### src/source/gpu_mem_defs.svh
`ifndef GPU_MEM_DEFS_SVH
`define GPU_MEM_DEFS_SVH

// Threads per warp, also the words per 32-byte block.
`define GM_LANES 8

`define GM_WORD_W 32
`define GM_BLOCK_W 27
`define GM_WORD_SEL_W 3

// Direct-mapped tag store.
`define GM_CACHE_LINES 32
`define GM_LAT_W 5

`define GM_WARP_W 3
`define GM_SCB_W 2
`define GM_REG_W 5

`endif

### src/source/gpu_mem_pkg.sv
`default_nettype none

`include "gpu_mem_defs.svh"

package gpu_mem_pkg;

	typedef enum logic [1:0] {
		MEM_NONE  = 2'd0,
		MEM_READ  = 2'd1,
		MEM_WRITE = 2'd2
	} mem_op_e;

	typedef enum logic [1:0] {
		SEL_IDLE  = 2'd0,
		SEL_ISSUE = 2'd1,
		SEL_WAIT  = 2'd2
	} sel_state_e;

	// One warp instruction as it enters the stage.
	typedef struct packed {
		mem_op_e                                 op;
		logic                                    shared;
		logic [`GM_WARP_W-1:0]                   warp_id;
		logic [`GM_SCB_W-1:0]                    scb_id;
		logic [`GM_REG_W-1:0]                    reg_addr;
		logic [`GM_LANES-1:0]                    pam;
		logic [`GM_LANES-1:0][`GM_WORD_W-1:0]    eff_addr;
		logic [`GM_LANES-1:0][`GM_WORD_W-1:0]    write_data;
	} warp_req_t;

	typedef struct packed {
		mem_op_e                                 op;
		logic                                    shared;
		logic [`GM_WARP_W-1:0]                   warp_id;
		logic [`GM_SCB_W-1:0]                    scb_id;
		logic [`GM_REG_W-1:0]                    reg_addr;
		logic [`GM_LANES-1:0]                    pam_pending;
		logic [`GM_BLOCK_W-1:0]                  block_addr;
		logic [`GM_LANES-1:0][`GM_WORD_W-1:0]    eff_addr;
		logic [`GM_LANES-1:0][`GM_WORD_W-1:0]    write_data;
	} block_access_t;

	typedef struct packed {
		logic                                    mem_read;
		logic                                    mem_write;
		logic [`GM_BLOCK_W-1:0]                  block_addr;
		logic [`GM_WARP_W-1:0]                   warp_id;
		logic [`GM_SCB_W-1:0]                    scb_id;
		logic [`GM_REG_W-1:0]                    reg_addr;
		logic [`GM_LANES-1:0]                    thread_mask;
		logic [`GM_LANES-1:0]                    write_mask;
		logic [`GM_LANES-1:0][`GM_WORD_SEL_W-1:0] word_offset;
		logic [`GM_LANES-1:0][`GM_WORD_W-1:0]    write_data;
	} mem_result_t;

endpackage

`default_nettype wire

### src/source/block_select.sv
`timescale 1ns/10ps
`default_nettype none

`include "gpu_mem_defs.svh"

module block_select
(
	input  wire                        clk,
	input  wire                        resetb,
	input  wire                        req_valid_i,
	input  gpu_mem_pkg::warp_req_t     warp_req_i,
	input  wire                        lookup_done_i,
	input  wire                        hit_i,
	input  wire                        miss_wait_i,
	output gpu_mem_pkg::block_access_t access_o,
	output logic                       access_valid_o,
	output logic                       busy_o
);

	gpu_mem_pkg::sel_state_e state_q;
	gpu_mem_pkg::sel_state_e state_d;
	gpu_mem_pkg::warp_req_t  warp_q;
	logic [`GM_LANES-1:0]    pending_q;
	logic [`GM_LANES-1:0]    pending_d;
	logic [`GM_LANES-1:0]    match;
	logic [`GM_BLOCK_W-1:0]  sel_block;
	logic                    load;

	// Block of the lowest pending lane, and every pending lane sharing it.
	always_comb
	begin
		sel_block = '0;
		for (int i = `GM_LANES-1; i >= 0; i--)
		begin
			if (pending_q[i])
				sel_block = warp_q.eff_addr[i][`GM_WORD_W-1:`GM_WORD_W-`GM_BLOCK_W];
		end
		for (int i = 0; i < `GM_LANES; i++)
		begin
			match[i] = pending_q[i] &&
				(warp_q.eff_addr[i][`GM_WORD_W-1:`GM_WORD_W-`GM_BLOCK_W] == sel_block);
		end
	end

	always_comb
	begin
		state_d   = state_q;
		pending_d = pending_q;
		load      = 1'b0;
		case (state_q)
			gpu_mem_pkg::SEL_IDLE:
			begin
				if (req_valid_i && (|warp_req_i.pam))
				begin
					load      = 1'b1;
					pending_d = warp_req_i.pam;
					state_d   = gpu_mem_pkg::SEL_ISSUE;
				end
			end
			gpu_mem_pkg::SEL_ISSUE:
				state_d = gpu_mem_pkg::SEL_WAIT;
			gpu_mem_pkg::SEL_WAIT:
			begin
				if (lookup_done_i)
				begin
					// A miss keeps the lanes and holds here for the fill.
					if (hit_i)
					begin
						pending_d = pending_q & ~match;
						state_d   = (|pending_d) ? gpu_mem_pkg::SEL_ISSUE : gpu_mem_pkg::SEL_IDLE;
					end
				end
				else if (!miss_wait_i)
					state_d = gpu_mem_pkg::SEL_ISSUE;
			end
			default:
				state_d = gpu_mem_pkg::SEL_IDLE;
		endcase
	end

	always_ff @(posedge clk or negedge resetb)
	begin
		if (!resetb)
		begin
			state_q   <= gpu_mem_pkg::SEL_IDLE;
			pending_q <= '0;
		end
		else
		begin
			state_q   <= state_d;
			pending_q <= pending_d;
		end
	end

	always_ff @(posedge clk)
	begin
		if (load)
			warp_q <= warp_req_i;
	end

	always_comb
	begin
		access_o.op          = warp_q.op;
		access_o.shared      = warp_q.shared;
		access_o.warp_id     = warp_q.warp_id;
		access_o.scb_id      = warp_q.scb_id;
		access_o.reg_addr    = warp_q.reg_addr;
		access_o.pam_pending = pending_q;
		access_o.block_addr  = sel_block;
		access_o.eff_addr    = warp_q.eff_addr;
		access_o.write_data  = warp_q.write_data;
	end

	assign access_valid_o = (state_q == gpu_mem_pkg::SEL_ISSUE);
	assign busy_o         = (state_q != gpu_mem_pkg::SEL_IDLE);

endmodule

`default_nettype wire

### src/source/cache_latency_emulator.sv
`timescale 1ns/10ps
`default_nettype none

`include "gpu_mem_defs.svh"

module cache_latency_emulator
(
	input  wire                        clk,
	input  wire                        resetb,
	input  gpu_mem_pkg::block_access_t access_i,
	input  wire                        access_valid_i,
	input  wire                        lat_write_i,
	input  wire  [`GM_LAT_W-1:0]       lat_value_i,
	input  wire                        fill_valid_i,
	input  wire  [`GM_BLOCK_W-1:0]     fill_addr_i,
	output logic                       hit_o,
	output logic                       lookup_done_o,
	output logic                       miss_o,
	output logic                       miss_wait_o,
	output logic [`GM_BLOCK_W-1:0]     miss_addr_o,
	output logic [`GM_LAT_W-1:0]       miss_latency_o
);

	// Full block address is kept as the tag.
	logic [`GM_BLOCK_W-1:0]                  tag_mem [`GM_CACHE_LINES];
	logic [`GM_CACHE_LINES-1:0]              valid_q;
	logic [$clog2(`GM_CACHE_LINES)-1:0]      look_idx;
	logic [$clog2(`GM_CACHE_LINES)-1:0]      fill_idx;
	logic [`GM_LAT_W-1:0]                    lat_q;
	logic                                    tag_hit;
	logic                                    miss_now;
	logic                                    fill_match;

	assign look_idx = access_i.block_addr[$clog2(`GM_CACHE_LINES)-1:0];
	assign fill_idx = fill_addr_i[$clog2(`GM_CACHE_LINES)-1:0];

	// Shared memory has no tags and always proceeds.
	assign tag_hit  = access_i.shared ||
		(valid_q[look_idx] && (tag_mem[look_idx] == access_i.block_addr));
	assign miss_now = access_valid_i && !tag_hit;

	assign fill_match = fill_valid_i && miss_wait_o && (fill_addr_i == miss_addr_o);

	always_ff @(posedge clk or negedge resetb)
	begin
		if (!resetb)
		begin
			hit_o         <= 1'b0;
			lookup_done_o <= 1'b0;
			miss_o        <= 1'b0;
		end
		else
		begin
			hit_o         <= access_valid_i && tag_hit;
			lookup_done_o <= access_valid_i;
			miss_o        <= miss_now;
		end
	end

	// Only one miss is outstanding at a time.
	always_ff @(posedge clk or negedge resetb)
	begin
		if (!resetb)
			miss_wait_o <= 1'b0;
		else if (miss_now)
			miss_wait_o <= 1'b1;
		else if (fill_match)
			miss_wait_o <= 1'b0;
	end

	always_ff @(posedge clk)
	begin
		if (miss_now)
			miss_addr_o <= access_i.block_addr;
	end

	always_ff @(posedge clk or negedge resetb)
	begin
		if (!resetb)
			valid_q <= '0;
		else if (fill_valid_i)
			valid_q[fill_idx] <= 1'b1;
	end

	always_ff @(posedge clk)
	begin
		if (fill_valid_i)
			tag_mem[fill_idx] <= fill_addr_i;
	end

	always_ff @(posedge clk or negedge resetb)
	begin
		if (!resetb)
			lat_q <= '0;
		else if (lat_write_i)
			lat_q <= lat_value_i;
	end

	// Downstream memory uses this to schedule the fill.
	assign miss_latency_o = lat_q;

endmodule

`default_nettype wire

### src/source/coalesce_stage.sv
`timescale 1ns/10ps
`default_nettype none

`include "gpu_mem_defs.svh"

module coalesce_stage
(
	input  wire                        clk,
	input  wire                        resetb,
	input  gpu_mem_pkg::block_access_t access_i,
	input  wire                        access_valid_i,
	input  wire                        lookup_done_i,
	input  wire                        hit_i,
	output gpu_mem_pkg::mem_result_t   result_o,
	output logic                       result_valid_o
);

	gpu_mem_pkg::block_access_t                   acc_q;
	gpu_mem_pkg::mem_op_e                         op_q;
	logic [`GM_LANES-1:0]                         thread_mask;
	logic [`GM_LANES-1:0]                         write_mask;
	logic [`GM_LANES-1:0][`GM_WORD_SEL_W-1:0]     word_offset;
	logic [`GM_LANES-1:0][`GM_WORD_W-1:0]         write_data;
	logic [`GM_LANES-1:0][`GM_BLOCK_W-1:0]        lane_block;

	// Operation is the only control field.
	always_ff @(posedge clk or negedge resetb)
	begin
		if (!resetb)
			op_q <= gpu_mem_pkg::MEM_NONE;
		else if (access_valid_i)
			op_q <= access_i.op;
	end

	always_ff @(posedge clk)
	begin
		if (access_valid_i)
			acc_q <= access_i;
	end

	// Per lane block address and word within the block.
	always_comb
	begin
		for (int i = 0; i < `GM_LANES; i++)
		begin
			lane_block[i]  = acc_q.eff_addr[i][`GM_WORD_W-1:`GM_WORD_W-`GM_BLOCK_W];
			word_offset[i] = acc_q.eff_addr[i][`GM_WORD_SEL_W+1:2];
		end
	end

	// Thread mask.
	always_comb
	begin
		for (int i = 0; i < `GM_LANES; i++)
			thread_mask[i] = acc_q.pam_pending[i] && (lane_block[i] == acc_q.block_addr);
	end

	// Ascending scan so the highest lane on a word wins.
	always_comb
	begin
		for (int j = 0; j < `GM_LANES; j++)
		begin
			write_mask[j] = 1'b0;
			write_data[j] = '0;
			for (int i = 0; i < `GM_LANES; i++)
			begin
				if (thread_mask[i] && (word_offset[i] == `GM_WORD_SEL_W'(j)))
				begin
					write_mask[j] = 1'b1;
					write_data[j] = acc_q.write_data[i];
				end
			end
		end
	end

	assign result_valid_o = lookup_done_i && hit_i;

	always_comb
	begin
		result_o.mem_read    = result_valid_o && (op_q == gpu_mem_pkg::MEM_READ);
		result_o.mem_write   = result_valid_o && (op_q == gpu_mem_pkg::MEM_WRITE);
		result_o.block_addr  = acc_q.block_addr;
		result_o.warp_id     = acc_q.warp_id;
		result_o.scb_id      = acc_q.scb_id;
		result_o.reg_addr    = acc_q.reg_addr;
		result_o.thread_mask = thread_mask;
		result_o.write_mask  = write_mask;
		result_o.word_offset = word_offset;
		result_o.write_data  = write_data;
	end

endmodule

`default_nettype wire

### src/source/mem_stage_top.sv
`timescale 1ns/10ps
`default_nettype none

`include "gpu_mem_defs.svh"

module mem_stage_top
(
	input  wire                      clk,
	input  wire                      resetb,
	input  wire                      req_valid_i,
	input  gpu_mem_pkg::warp_req_t   warp_req_i,
	input  wire                      lat_write_i,
	input  wire  [`GM_LAT_W-1:0]     lat_value_i,
	input  wire                      fill_valid_i,
	input  wire  [`GM_BLOCK_W-1:0]   fill_addr_i,
	output gpu_mem_pkg::mem_result_t result_o,
	output logic                     result_valid_o,
	output logic                     miss_o,
	output logic [`GM_BLOCK_W-1:0]   miss_addr_o,
	output logic [`GM_LAT_W-1:0]     miss_latency_o,
	output logic                     busy_o
);

	gpu_mem_pkg::block_access_t access;
	logic                       access_valid;
	logic                       hit;
	logic                       miss_wait;
	logic                       lookup_done;

	block_select u_block_select (
		.clk            (clk),
		.resetb         (resetb),
		.req_valid_i    (req_valid_i),
		.warp_req_i     (warp_req_i),
		.lookup_done_i  (lookup_done),
		.hit_i          (hit),
		.miss_wait_i    (miss_wait),
		.access_o       (access),
		.access_valid_o (access_valid),
		.busy_o         (busy_o)
	);

	cache_latency_emulator u_cache (
		.clk            (clk),
		.resetb         (resetb),
		.access_i       (access),
		.access_valid_i (access_valid),
		.lat_write_i    (lat_write_i),
		.lat_value_i    (lat_value_i),
		.fill_valid_i   (fill_valid_i),
		.fill_addr_i    (fill_addr_i),
		.hit_o          (hit),
		.lookup_done_o  (lookup_done),
		.miss_o         (miss_o),
		.miss_wait_o    (miss_wait),
		.miss_addr_o    (miss_addr_o),
		.miss_latency_o (miss_latency_o)
	);

	coalesce_stage u_coalesce (
		.clk            (clk),
		.resetb         (resetb),
		.access_i       (access),
		.access_valid_i (access_valid),
		.lookup_done_i  (lookup_done),
		.hit_i          (hit),
		.result_o       (result_o),
		.result_valid_o (result_valid_o)
	);

endmodule

`default_nettype wire

### config.mk
export PLATFORM = sky130hd
export DESIGN_NAME = mem_stage_top
export DESIGN_NICKNAME = d
export VERILOG_FILES = /design/src/source/gpu_mem_pkg.sv /design/src/source/block_select.sv /design/src/source/cache_latency_emulator.sv /design/src/source/coalesce_stage.sv /design/src/source/mem_stage_top.sv
export VERILOG_INCLUDE_DIRS = /design/src /design/src/source
export SDC_FILE = /design/constraint.sdc
export NUM_CORES = 2
export LEC_CHECK = 0
export BUFFER_PORTS_ARGS = -buffer_cell sky130_fd_sc_hd__buf_2
export CAP_MARGIN = 10
export CORE_MARGIN = 2
export CORE_UTILIZATION = 40
export DETAILED_ROUTE_END_ITERATION = 12
export PLACE_DENSITY = 0.56
export SYNTH_ARGS = -nofsm -noshare
export SYNTH_HDL_FRONTEND = slang
export SYNTH_SLANG_ARGS = --single-unit
### constraint.sdc
create_clock -name clk -period 22.9 [get_ports clk]
set_clock_uncertainty 0.05 [all_clocks]
set_input_delay 4.58 -clock clk [delete_from_list [all_inputs] [get_ports clk]]
set_output_delay 4.58 -clock clk [all_outputs]
set_load 0.02 [all_outputs]
==> results.yml <==
floorplan:
  placementRows: 180
  coreArea_um2: 241000
  die_x_um: 497
  pin_count: 940
  dieArea_um2: 247000
  start_util: 0.403
  dieHeight_um: 497
synthesis:
  synth-seq-cells: 1994
  synthArstFlopShare: 0.0266
  yosysSeqAreaShare: 0.613
  synth_warnings: 0
  syn-mean-instance-area_um2: 12.3
  synthDistinctLibCells: 88
  synthCells: 7921
  synth_edf_count: 1941
  syn_nets: 8491
  synthFlopType: "edfxtp_1"
  syn_area_um2: 97200
outcome:
  status: "finished, violations left"
  violations: "capacitance limit, slew limit"
clocking:
  cts_resized: 0
  cts.path.max_buffers: 3
  cts_root_buf: "clkbuf_16"
  cts_sinks: 1994
  clkTransAtPathRegs_ns: 0.07
  clkLatencyLatePin_ns: 0.89
  cts_made_buffers: 217
  hold_buffers: 0
  postCtsSetupRepairBufs: 0
  cts_tree: "built"
  h-tree-depth: 4
layout:
  nets: 9028
  post-route-util: 0.464
  seq_area_um2: 59600
  multi_input_area_um2: 34500
  fillCellCount: 21700
  layout_common_cells: "edfxtp_1 (1,941), nand2_1 (967), buf_2 (922), a21oi_1 (628), mux2i_1 (588)"
  fin_cells: 11900
  syn_to_final_growth_pct: 15.2
  layout-drive-gt1-share: 0.235
  mostFrequentLayoutCell: "edfxtp_1"
route:
  routedWlPerCell_um: 34.5
  drtAntennaViolNets: 0
  drc: 0
  via_per_inst: 6.14
  dr_total_vias: 73000
  drt_iter0_drc: 10600
  finalWirelength_um: 410000
  drt_pass1_iterations: 7
min_path:
  hold_class: "flip-flop to flip-flop"
placement:
  place_inst: 11400
  gp_congestion: 0.939
  dpl.hpwl_um: 271000
  dp_slack_ns: 12.05
  numPortBuffers: 923
timing:
  post-route-period-util: 0.518
  slew_headroom: -0.00399
  rsz0062_at_grt: "no"
  worst_slew_pin_slew_ns: 1.50
  finalSetupTns_ns: 0
  setup_slack_ns: 11.04
  max_freq_mhz: 84.3
  layout_min_cycle_time_ns: 11.86
  slew_violations: 2
  hold_viol_final: 0
  setup_viol: 0
setup_path:
  worstSetupPathType: "flip-flop to output port"
  cp_max_fo: 22
  cp-end-kind: "output port"
  crit_required_ns: 18.27
  crit_arrival_ns: 7.23
  start_kind: "flip-flop"
grt:
  antenna_found_initial: 97
  grt_pass1_vias: 68700
  overflow: 0
  grt_pass1_wl_um: 557000
  grt_util_all_layers: 0.321
  grt_max_degree: 166
power_and_ir_drop:
  power.density_nw_per_um2: 122
  cellLeakagePower_nw: 43.2
  ir_worst_vdd_v: 0.000153
  finalPower_mw: 13.7
job:
  cap_violations: 1
-- area by class of cell --
| type | count | area share |
|---|---|---|
| flip-flops and latches | 1994 | 0.533 |
| multi-input cells | 5043 | 0.308 |
| repair buffers | 1136 | 0.0559 |
| clock buffers | 268 | 0.0509 |
| well taps | 3185 | 0.0356 |
| clock inverters | 132 | 0.0128 |
| inverters | 66 | 0.00239 |
| diodes | 57 | 0.00127 |
-- worst max-delay path, cell delays in order (launching register included) --
cell and delay, ns:
edfxtp_1 0.95, xnor2_1 0.20, nand4_1 0.19, nor4_1 0.53
nand4_1 0.78, or2_2 0.61, or3_1 0.70, buf_4 0.49
mux2_2 0.30, mux2i_1 0.06, a21oi_1 0.15, mux2_2 0.17
mux2i_1 0.07, o21ai_0 0.80, buf_2 0.32
-- metal layers --
metal | wire [um] | part of all wire | vias up | track usage
met1 | 162000 | 0.40 | 36700 | 0.436
met5 | 251 | 0.00061 | - | 0
met2 | 180000 | 0.44 | 4799 | 0.478
met3 | 45200 | 0.11 | 918 | 0.0782
li1 | - | - | 30500 | -
met4 | 22000 | 0.054 | 40 | 0.161
-- path summary, 6_finish.rpt --
check	startpoint	end	slack [ns]	cells after the start
worst max-delay path	u_coalesce.result_o[311]$_DFFE_PP_	result_o[130]	11.04	14
worst min-delay path	u_block_select.access_o[230]$_DFFE_PP_	u_coalesce.acc_q[230]$_DFFE_PP_	0.31	0
worst max register to register	u_block_select.pending_q[6]$_DFFE_PN0P_	u_cache.miss_addr_o[17]$_DFFE_PP_	13.80	17
worst min register to register	u_block_select.access_o[230]$_DFFE_PP_	u_coalesce.acc_q[230]$_DFFE_PP_	0.31	0
max in group asynchronous	resetb	u_cache.valid_q[22]$_DFFE_PN0P_	18.30	1
min in group asynchronous	resetb	u_cache.miss_o$_DFF_PN0_	3.79	1
-- synthesized netlist by cell type, types with 10 or more instances --
| cell type | count | area share |
|---|---|---|
| o2111ai_1 | 12 | 0.0011 |
| nor4_1 | 69 | 0.0044 |
| a211oi_1 | 114 | 0.0088 |
| a221oi_1 | 34 | 0.0031 |
| or3_1 | 15 | 0.00097 |
| buf_1 | 201 | 0.0078 |
| a22oi_1 | 56 | 0.0043 |
| edfxtp_1 | 1941 | 0.60 |
| o31ai_1 | 25 | 0.0019 |
| and3_1 | 92 | 0.0059 |
| nand4b_1 | 20 | 0.0018 |
| buf_2 | 55 | 0.0028 |
| and4_1 | 12 | 0.0011 |
| xor2_1 | 151 | 0.014 |
| o22ai_1 | 25 | 0.0016 |
| nor3_1 | 70 | 0.0036 |
| mux2_2 | 288 | 0.033 |
| buf_4 | 83 | 0.0064 |
| a221o_1 | 13 | 0.0013 |
| xnor2_1 | 292 | 0.026 |
| or2_2 | 70 | 0.0045 |
| nand2_1 | 975 | 0.038 |
| or3b_2 | 13 | 0.0012 |
| o211ai_1 | 22 | 0.0017 |
| mux4_2 | 83 | 0.019 |
| nand3b_1 | 16 | 0.0012 |
| nor2b_1 | 10 | 0.00064 |
| nand3_1 | 96 | 0.0049 |
| a311o_1 | 10 | 0.0010 |
| a31oi_1 | 29 | 0.0019 |
| a2111oi_0 | 11 | 0.00099 |
| clkbuf_1 | 472 | 0.018 |
| nor2_1 | 477 | 0.018 |
| o21a_1 | 10 | 0.00077 |
| mux2i_1 | 588 | 0.061 |
| a21oi_1 | 633 | 0.033 |
| o31a_1 | 35 | 0.0032 |
| dfrtp_1 | 53 | 0.014 |
| nand4_1 | 102 | 0.0066 |
| inv_1 | 59 | 0.0023 |
| a311oi_1 | 51 | 0.0046 |
| o21ai_0 | 375 | 0.019 |
-- kinds of logic after synthesis --
family / synth area share
AND/OR/NAND/NOR: 0.0965
flip-flops: 0.613
AO/OA/AOI/OAI: 0.0986
multiplexers: 0.113
buffers and inverters: 0.0385
XOR/XNOR: 0.0399
-- sequential cells by signal, summed over array words and instances (netlist names), 2 cells and up --
name and count:
u_block_select.pending_q 8, u_coalesce.acc_q 480, u_cache.valid_q 32, u_block_select.access_o 509, u_coalesce.op_q 2, u_cache.tag_mem 864
u_cache.miss_addr_o 27, u_coalesce.result_o 61, u_block_select.state_q 2, u_cache.miss_latency_o 5
-- metrics by stage --
stage                     hold slack, ns  cell area [um2]
final                              0.308           112000
after global routing               0.333           112000
after CTS                          0.316           112000
after detailed placement           0.355           105000
after global placement             0.350           105000
after floorplan                    0.350            97200
-- report_power, final --
| group | total [mW] | internal (mW) | switching (mW) |
|---|---|---|---|
| logic | 4.76 | 1.49 | 3.27 |
| registers | 5.36 | 4.74 | 0.622 |
| clock network | 3.54 | 1.98 | 1.56 |
| total | 13.7 | 8.20 | 5.45 |
No activity file was read; power rests on OpenSTA's default activity.
